**src/gidx_pkg.sv**
```systemverilog
/*
 * Chunk geometry constants for the group-index scheduler, together with
 * the gid, row mask, row and slot index types and the lookahead entry.
 */
`default_nettype none

package gidx_pkg;

  // ##################################################
  // chunk geometry.
  // ##################################################
  localparam int unsigned NUM_ROWS       = 8;
  localparam int unsigned GID_WIDTH      = 4;
  localparam int unsigned NUM_SLOTS      = 4;
  localparam int unsigned ROW_IDX_WIDTH  = $clog2(NUM_ROWS);
  localparam int unsigned SLOT_IDX_WIDTH = $clog2(NUM_SLOTS);

  typedef logic [GID_WIDTH-1:0]                gid_t;
  typedef logic [NUM_ROWS-1:0][GID_WIDTH-1:0]  chunk_t;     // row 0 sits in the low bits.
  typedef logic [NUM_ROWS-1:0]                 row_mask_t;
  typedef logic [ROW_IDX_WIDTH-1:0]            row_idx_t;
  typedef logic [SLOT_IDX_WIDTH-1:0]           slot_idx_t;

  // one group of rows travelling from the lookahead to the ordering stage.
  typedef struct packed {
    gid_t      gid;
    row_mask_t rows;
    logic      hit;
    slot_idx_t slot;
  } la_entry_t;

endpackage

`default_nettype wire

```
**src/gidx_entry_fifo.sv**
```systemverilog
/*
 * Circular FIFO of lookahead entries with flush, full and empty flags.
 */
`timescale 1ns/10ps
`default_nettype none

module gidx_entry_fifo #(
  parameter int unsigned DEPTH = 4
) (
  input  wire logic                clk_i,
  input  wire logic                rst_ni,
  input  wire logic                flush_i,
  input  wire logic                push_i,
  input  wire gidx_pkg::la_entry_t  data_i,
  input  wire logic                pop_i,
  output logic                     full_o,
  output logic                     empty_o,
  output gidx_pkg::la_entry_t      data_o
);

  import gidx_pkg::*;

  localparam int unsigned PTR_W = (DEPTH > 1) ? $clog2(DEPTH) : 1;

  la_entry_t            mem_q [DEPTH];
  logic [PTR_W-1:0]     wr_ptr_q, rd_ptr_q;
  logic [$clog2(DEPTH):0] count_q;

  assign full_o  = (count_q == DEPTH);
  assign empty_o = (count_q == '0);
  assign data_o  = mem_q[rd_ptr_q];

  always_ff @(posedge clk_i) begin : storage
    if (push_i && !full_o) begin
      mem_q[wr_ptr_q] <= data_i;
    end
  end

  always_ff @(posedge clk_i or negedge rst_ni) begin : pointers
    if (!rst_ni) begin
      wr_ptr_q <= '0;
      rd_ptr_q <= '0;
      count_q  <= '0;
    end else if (flush_i) begin
      wr_ptr_q <= '0;
      rd_ptr_q <= '0;
      count_q  <= '0;
    end else begin
      if (push_i && !full_o) begin
        wr_ptr_q <= (wr_ptr_q == PTR_W'(DEPTH - 1)) ? '0 : wr_ptr_q + 1'b1;
      end
      if (pop_i && !empty_o) begin
        rd_ptr_q <= (rd_ptr_q == PTR_W'(DEPTH - 1)) ? '0 : rd_ptr_q + 1'b1;
      end
      count_q <= count_q + (push_i && !full_o) - (pop_i && !empty_o);
    end
  end

  no_overflow_a: assert property (@(posedge clk_i) disable iff (!rst_ni || flush_i)
    !(push_i && full_o)) else $error("push into a full entry FIFO.");
  no_underflow_a: assert property (@(posedge clk_i) disable iff (!rst_ni || flush_i)
    !(pop_i && empty_o)) else $error("pop from an empty entry FIFO.");

endmodule

`default_nettype wire

```
**src/gidx_lookahead.sv**
```systemverilog
/*
 * Lookahead stage: scans a held chunk one row per cycle, claims all rows
 * of each new gid, looks the gid up in the slot table and pushes one entry
 * per group. Misses take the round-robin replacement slot.
 */
`timescale 1ns/10ps
`default_nettype none

module gidx_lookahead (
  input  wire logic               clk_i,
  input  wire logic               rst_ni,
  input  wire logic               clear_i,
  input  wire gidx_pkg::chunk_t    chunk_i,
  input  wire logic               gidx_valid_i,
  input  wire logic               fifo_full_i,
  output logic                    gidx_ready_o,
  output logic                    fifo_push_o,
  output gidx_pkg::la_entry_t     fifo_entry_o
);

  import gidx_pkg::*;

  row_idx_t                  offset_q;
  row_mask_t                 claimed_q;
  row_mask_t                 claimed_next;
  row_mask_t                 group_mask;
  gid_t                      cur_gid;
  logic                      scan_en;
  logic                      new_group;
  logic                      chunk_done;

  logic [NUM_SLOTS-1:0]      slot_valid_q;
  gid_t [NUM_SLOTS-1:0]      slot_gid_q;
  slot_idx_t                 repl_ptr_q;
  slot_idx_t                 hit_slot;
  logic                      slot_hit;

  // ##################################################
  // row scan.
  // ##################################################
  assign scan_en   = gidx_valid_i && !fifo_full_i;
  assign cur_gid   = chunk_i[offset_q];
  assign new_group = !claimed_q[offset_q];  // first unclaimed row opens a group.

  always_comb begin : group_match
    for (int i = 0; i < NUM_ROWS; i++) begin
      group_mask[i] = (chunk_i[i] == cur_gid) && !claimed_q[i];
    end
  end

  assign claimed_next = claimed_q | group_mask;
  assign chunk_done   = (&claimed_next) || (offset_q == row_idx_t'(NUM_ROWS - 1));
  assign gidx_ready_o = scan_en && chunk_done;

  always_ff @(posedge clk_i or negedge rst_ni) begin : scan_state
    if (!rst_ni) begin
      offset_q  <= '0;
      claimed_q <= '0;
    end else if (clear_i) begin
      offset_q  <= '0;
      claimed_q <= '0;
    end else if (scan_en) begin
      if (chunk_done) begin
        offset_q  <= '0;  // next chunk starts from row 0.
        claimed_q <= '0;
      end else begin
        offset_q  <= offset_q + 1'b1;
        claimed_q <= claimed_next;
      end
    end
  end

  // ##################################################
  // slot table with round-robin replacement.
  // ##################################################
  always_comb begin : slot_lookup
    slot_hit = 1'b0;
    hit_slot = '0;
    for (int s = 0; s < NUM_SLOTS; s++) begin
      if (slot_valid_q[s] && (slot_gid_q[s] == cur_gid) && !slot_hit) begin
        slot_hit = 1'b1;
        hit_slot = slot_idx_t'(s);
      end
    end
  end

  assign fifo_push_o = scan_en && new_group;

  always_ff @(posedge clk_i or negedge rst_ni) begin : slot_table
    if (!rst_ni) begin
      slot_valid_q <= '0;
      slot_gid_q   <= '0;
      repl_ptr_q   <= '0;
    end else if (clear_i) begin
      slot_valid_q <= '0;
      slot_gid_q   <= '0;
      repl_ptr_q   <= '0;
    end else if (fifo_push_o && !slot_hit) begin
      slot_valid_q[repl_ptr_q] <= 1'b1;
      slot_gid_q[repl_ptr_q]   <= cur_gid;
      if (repl_ptr_q == slot_idx_t'(NUM_SLOTS - 1)) begin
        repl_ptr_q <= '0;
      end else begin
        repl_ptr_q <= repl_ptr_q + 1'b1;
      end
    end
  end

  assign fifo_entry_o.gid  = cur_gid;
  assign fifo_entry_o.rows = group_mask;
  assign fifo_entry_o.hit  = slot_hit;
  assign fifo_entry_o.slot = slot_hit ? hit_slot : repl_ptr_q;  // a miss takes the victim slot.

  // the source must hold a chunk until the stage has accepted it.
  chunk_held_a: assert property (
    @(posedge clk_i) disable iff (!rst_ni || clear_i)
    (gidx_valid_i && !gidx_ready_o) |=> (gidx_valid_i && $stable(chunk_i))
  ) else $error("chunk changed before the ready pulse.");

endmodule

`default_nettype wire

```
**src/gidx_row_order.sv**
```systemverilog
/*
 * Ordering stage: emits the rows of the head entry in ascending order,
 * one per accepted cycle, and pops the entry with its last row.
 */
`timescale 1ns/10ps
`default_nettype none

module gidx_row_order (
  input  wire logic                clk_i,
  input  wire logic                rst_ni,
  input  wire logic                clear_i,
  input  wire gidx_pkg::la_entry_t  entry_i,
  input  wire logic                empty_i,
  input  wire logic                out_ready_i,
  output logic                     pop_o,
  output logic                     out_valid_o,
  output gidx_pkg::gid_t           next_gidx_o,
  output gidx_pkg::row_idx_t       next_row_o,
  output logic                     hit_o,
  output gidx_pkg::slot_idx_t      slot_o,
  output logic                     first_o
);

  import gidx_pkg::*;

  row_mask_t order_q;    // rows of the head entry not yet sent.
  row_mask_t remaining;
  row_mask_t row_bit;
  row_idx_t  row_ptr;
  logic      found;
  logic      first_q;
  logic      xfer;

  assign remaining = entry_i.rows & order_q;

  always_comb begin : lowest_row
    row_ptr = '0;
    found   = 1'b0;
    for (int i = 0; i < NUM_ROWS; i++) begin
      if (remaining[i] && !found) begin
        row_ptr = row_idx_t'(i);
        found   = 1'b1;
      end
    end
  end

  assign row_bit     = row_mask_t'(1) << row_ptr;
  assign out_valid_o = !empty_i;
  assign xfer        = out_valid_o && out_ready_i;
  assign pop_o       = xfer && ((remaining & ~row_bit) == '0);

  always_ff @(posedge clk_i or negedge rst_ni) begin : order_state
    if (!rst_ni) begin
      order_q <= '1;
      first_q <= 1'b1;
    end else if (clear_i || pop_o) begin
      order_q <= '1;
      first_q <= 1'b1;
    end else if (xfer) begin
      order_q <= order_q & ~row_bit;
      first_q <= 1'b0;
    end
  end

  assign next_gidx_o = entry_i.gid;
  assign next_row_o  = row_ptr;
  assign hit_o       = entry_i.hit;
  assign slot_o      = entry_i.slot;
  assign first_o     = first_q;

  rows_present_a: assert property (@(posedge clk_i) disable iff (!rst_ni || clear_i)
    !empty_i |-> (found && (entry_i.rows != '0))) else $error("head entry has no rows.");

endmodule

`default_nettype wire

```
**src/gidx_scheduler_top.sv**
```systemverilog
/*
 * Group-index scheduler top: lookahead, entry FIFO and row ordering.
 */
`timescale 1ns/10ps
`default_nettype none

module gidx_scheduler_top #(
  parameter int unsigned FIFO_DEPTH = 4
) (
  input  wire logic              clk_i,
  input  wire logic              rst_ni,
  input  wire logic              clear_i,
  input  wire gidx_pkg::chunk_t   chunk_i,
  input  wire logic              gidx_valid_i,
  input  wire logic              out_ready_i,
  output logic                   gidx_ready_o,
  output logic                   out_valid_o,
  output gidx_pkg::gid_t         next_gidx_o,
  output gidx_pkg::row_idx_t     next_row_o,
  output logic                   hit_o,
  output gidx_pkg::slot_idx_t    slot_o,
  output logic                   first_o
);

  import gidx_pkg::*;

  logic      fifo_push, fifo_pop;
  logic      fifo_full, fifo_empty;
  la_entry_t fifo_din, fifo_dout;

  gidx_lookahead gidx_lookahead_inst (
    .clk_i       (clk_i),
    .rst_ni      (rst_ni),
    .clear_i     (clear_i),
    .chunk_i     (chunk_i),
    .gidx_valid_i(gidx_valid_i),
    .fifo_full_i (fifo_full),
    .gidx_ready_o(gidx_ready_o),
    .fifo_push_o (fifo_push),
    .fifo_entry_o(fifo_din)
  );

  gidx_entry_fifo #(
    .DEPTH(FIFO_DEPTH)
  ) gidx_entry_fifo_inst (
    .clk_i  (clk_i),
    .rst_ni (rst_ni),
    .flush_i(clear_i),
    .push_i (fifo_push),
    .data_i (fifo_din),
    .pop_i  (fifo_pop),
    .full_o (fifo_full),
    .empty_o(fifo_empty),
    .data_o (fifo_dout)
  );

  gidx_row_order gidx_row_order_inst (
    .clk_i      (clk_i),
    .rst_ni     (rst_ni),
    .clear_i    (clear_i),
    .entry_i    (fifo_dout),
    .empty_i    (fifo_empty),
    .out_ready_i(out_ready_i),
    .pop_o      (fifo_pop),
    .out_valid_o(out_valid_o),
    .next_gidx_o(next_gidx_o),
    .next_row_o (next_row_o),
    .hit_o      (hit_o),
    .slot_o     (slot_o),
    .first_o    (first_o)
  );

endmodule

`default_nettype wire
```
**config.mk**
```make
export PLATFORM = sky130hd
export DESIGN_NAME = gidx_scheduler_top
export DESIGN_NICKNAME = d
export VERILOG_FILES = /design/src/gidx_pkg.sv /design/src/gidx_entry_fifo.sv /design/src/gidx_lookahead.sv /design/src/gidx_row_order.sv /design/src/gidx_scheduler_top.sv
export SDC_FILE = /design/constraint.sdc
export NUM_CORES = 1
export LEC_CHECK = 0
export BUFFER_PORTS_ARGS = -buffer_cell sky130_fd_sc_hd__buf_2
export CAP_MARGIN = 30
export CORE_MARGIN = 1.5
export CORE_UTILIZATION = 58
export DETAILED_ROUTE_END_ITERATION = 6
export PLACE_DENSITY_LB_ADDON = 0.08
export SYNTH_ARGS = -nofsm -noshare
export SYNTH_HDL_FRONTEND = slang
export SYNTH_HIERARCHICAL = 1
export SYNTH_SLANG_ARGS = --single-unit
```
**constraint.sdc**
```tcl
create_clock -name clk_i -period 4.75 [get_ports clk_i]
set_input_delay 0.475 -clock clk_i [delete_from_list [all_inputs] [get_ports clk_i]]
set_output_delay 0.475 -clock clk_i [all_outputs]
set_load 0.01 [all_outputs]
```
==> run summary <==
Routed Wire Length = 11600 microns
Num CTS Buffers = 9
Most common cell in the netlist = edfxtp_1
Reg area = 0.00304 sq mm
Async SR Flop Fraction = 0.450
# rows = 36
CTS tree = yes
Die height = 105 microns
Post-CTS Setup Inserts = 0
Synth Instances = 490
Die W = 105 microns
Core area = 0.00991 sq mm
Pin count of the biggest net entering global routing = 50
DR iter-0 viols = 250
Clock Latency Late Sink = 0.37 ns
Yosys cell types = 60
ANT nets after route = 0
H-tree Lvls = 3
Hpwl dp = 8380 microns
I/O pin count = 50
Top post-synthesis cells by area = edfxtp_1 (30%), dfrtp_1 (17%), mux4_2 (6.8%), mux2i_1 (5.7%), xor2_1 (5.4%)
Synth top cells by count = edfxtp_1 (60), dfrtp_1 (40), xor2_1 (37)
Post-Syn Area = 0.00600 sq mm
Tmin final = 4.17 ns
Hold buffers post-CTS = 0
CP Launch Type = register
CP endpoint kind = primary output
Final net count = 576
Run status = complete, no violations
Slew Limit Fails = 0
Power density over the cells = 428 mW/mm^2
Area fraction of the dominant cell type after synthesis = 0.300
# resized after CTS = 0
Worst min path class = primary input to asynchronous set/reset pin
Vias = 3889
Ant. Diodes = 0
Initial cell density of the core = 0.605
Pleak = 2.64 nW
Slew HR = 0.500
Grt ovf = 0
Antenna violations before repair = 0
Port buffer count = 49
Share of cells above drive strength 1 = 0.230
Clock Skew = 0.0122 ns
Clk sinks = 109
Syn_nets = 541
# setup viols final = 0
Core Util, Final = 0.648
Critical path arrival = 3.70 ns
Clk slew on worst S/H paths = 0.11 ns
Least-Margin Pin Slew = 0.751 ns
Layout area overhead = 7.13%
CTS max path bufs = 2
Sequential area share after synthesis = 0.507
GRT Util Overall = 0.226
Worst EP required = 4.28 ns
Reg2reg path depth = 13
Vias in the first global route = 3905
Post-DR vias/cell = 5.87
Fmax achieved = 240 MHz
Setup TNS = 0 ns
Cell accounting for the most synthesized area = edfxtp_1
Fin. Hold Viols = 0
CTS Root Cell = clkbuf_8
Post-route DRC = 0
Die ar. = 0.0110 sq mm
Synthesis warning total = 6
Number of register bits inferred by synthesis = 109
First-pass GRT wire length = 19400 microns
Placer Congestion = 0.846
Syn Area/Cell = 12.2 sq um
Fin crit share = 0.879
Area of the multi-input gates = 0.00262 sq mm
Maximum VDD drop = 0.000230 V
Max-Cap Viols = 0
Fillcell total = 793
Post-synth EDFFs = 60
CP Class = register to primary output
RSZ-0062 raised after global routing = no
Drt wl/cell = 17.6 microns
Top_reg_cell synth = edfxtp_1
Drt first pass iters = 5
Crit path max fanout = 15
## logic make-up (layout without fill, tap and decap cells)
logic type,after synthesis,count (layout),share of synthesized area
XOR/XNOR,48,48,0.0701
AO/OA/AOI/OAI,69,69,0.0828
multiplexers,52,52,0.124
adder cells (fa/ha/maj),14,14,0.0305
buffers and inverters,59,99,0.0565
flip-flops,109,109,0.507
AND/OR/NAND/NOR,139,139,0.129
## cell usage in the layout, fill, tap and decap left out, types with 4 or more instances in the layout
cell / instances
dfrtp_1: 40
nand3_2: 4
mux4_2: 18
nor3_1: 7
dfstp_2: 9
edfxtp_1: 60
o211ai_1: 5
nand2b_1: 17
o21ai_0: 17
buf_2: 49
ha_1: 13
nand2_1: 33
inv_1: 28
a21oi_1: 8
clkbuf_8: 9
mux2i_1: 34
a41oi_1: 6
or2_2: 5
buf_4: 5
nand3_1: 12
xor2_1: 37
a21boi_0: 4
and3_2: 4
nor2b_1: 4
nand4_1: 13
xnor2_1: 11
a22oi_1: 8
nor2_1: 17
## layout make-up
class / count / area share
well taps: 133 / 0.0259
repair buffers: 54 / 0.0440
multi-input cells: 322 / 0.408
clock buffers: 9 / 0.0193
inverters: 29 / 0.0177
clock inverters: 7 / 0.0125
flip-flops and latches: 109 / 0.473
## worst max-delay path: stages (launching register included)
cell and delay, ns:
dfrtp_1 0.81, buf_4 0.25, mux2i_1 0.07, a22oi_1 0.18
nand3_2 0.40, xor2_1 0.31, a41oi_1 0.17, a2111o_1 0.53
or2_1 0.30, a21boi_0 0.16, buf_2 0.15
## where the power goes
| group | switching (mW) | internal (mW) |
|---|---|---|
| clock network | 0.320 | 0.251 |
| logic | 0.541 | 0.354 |
| registers | 0.0955 | 1.19 |
| total | 0.956 | 1.80 |
## final timing paths
check                                                              from                                              end  slack (ns)
hold / removal                                                   rst_ni     gidx_entry_fifo_inst/rd_ptr_q[1]$_DFFE_PN0P_        0.21
min in group clk_i                                          out_ready_i          gidx_row_order_inst/first_o$_DFFE_PN1P_        0.39
setup / recovery            gidx_lookahead_inst/offset_q[0]$_DFFE_PN0P_                                     gidx_ready_o        0.58
hold reg to reg                 gidx_row_order_inst/first_o$_DFFE_PN1P_          gidx_row_order_inst/first_o$_DFFE_PN1P_        0.47
setup reg to reg           gidx_entry_fifo_inst/rd_ptr_q[0]$_DFFE_PN0P_        gidx_entry_fifo_inst/count_q[2]$_DFF_PN0_        0.85
max in group asynchronous                                        rst_ni  gidx_lookahead_inst/slot_valid_q[3]$_DFFE_PN0P_        4.09
## layer usage
| metal | vias up | GRT usage | wire length (microns) |
|---|---|---|---|
| met3 | 12 | 0.0449 | 579 |
| met4 | 0 | 0.0597 | 101 |
| met5 | - | 0 | 0 |
| met2 | 115 | 0.376 | 5670 |
| li1 | 1848 | - | - |
| met1 | 1914 | 0.307 | 5290 |
## sequential cells by signal (all words and copies together), names as in the netlist
signal,cells
gidx_entry_fifo_inst/rd_ptr_q,2
gidx_entry_fifo_inst/mem_q,60
gidx_entry_fifo_inst/wr_ptr_q,2
gidx_lookahead_inst/claimed_q,8
gidx_row_order_inst/order_q,8
gidx_entry_fifo_inst/count_q,3
gidx_lookahead_inst/slot_valid_q,4
gidx_lookahead_inst/offset_q,3
gidx_lookahead_inst/repl_ptr_q,2
gidx_lookahead_inst/slot_gid_q,16
gidx_row_order_inst/first_o,1
## through the flow
step | instances | total power, mW | worst slack [ns] | cell area [sq um] | hold slack (ns)
after CTS | 663 | 2.78 | 0.525 | 6430 | 0.221
after global placement | 647 | 2.18 | 0.914 | 6220 | 0.446
after global routing | 663 | 2.92 | 0.318 | 6430 | 0.262
after floorplan | 490 | 2.00 | 1.31 | 6000 | 0.179
final | 663 | 2.75 | 0.576 | 6430 | 0.213
after detailed placement | 647 | 2.20 | 0.837 | 6220 | 0.459
No activity file was read; power rests on OpenSTA's default activity.
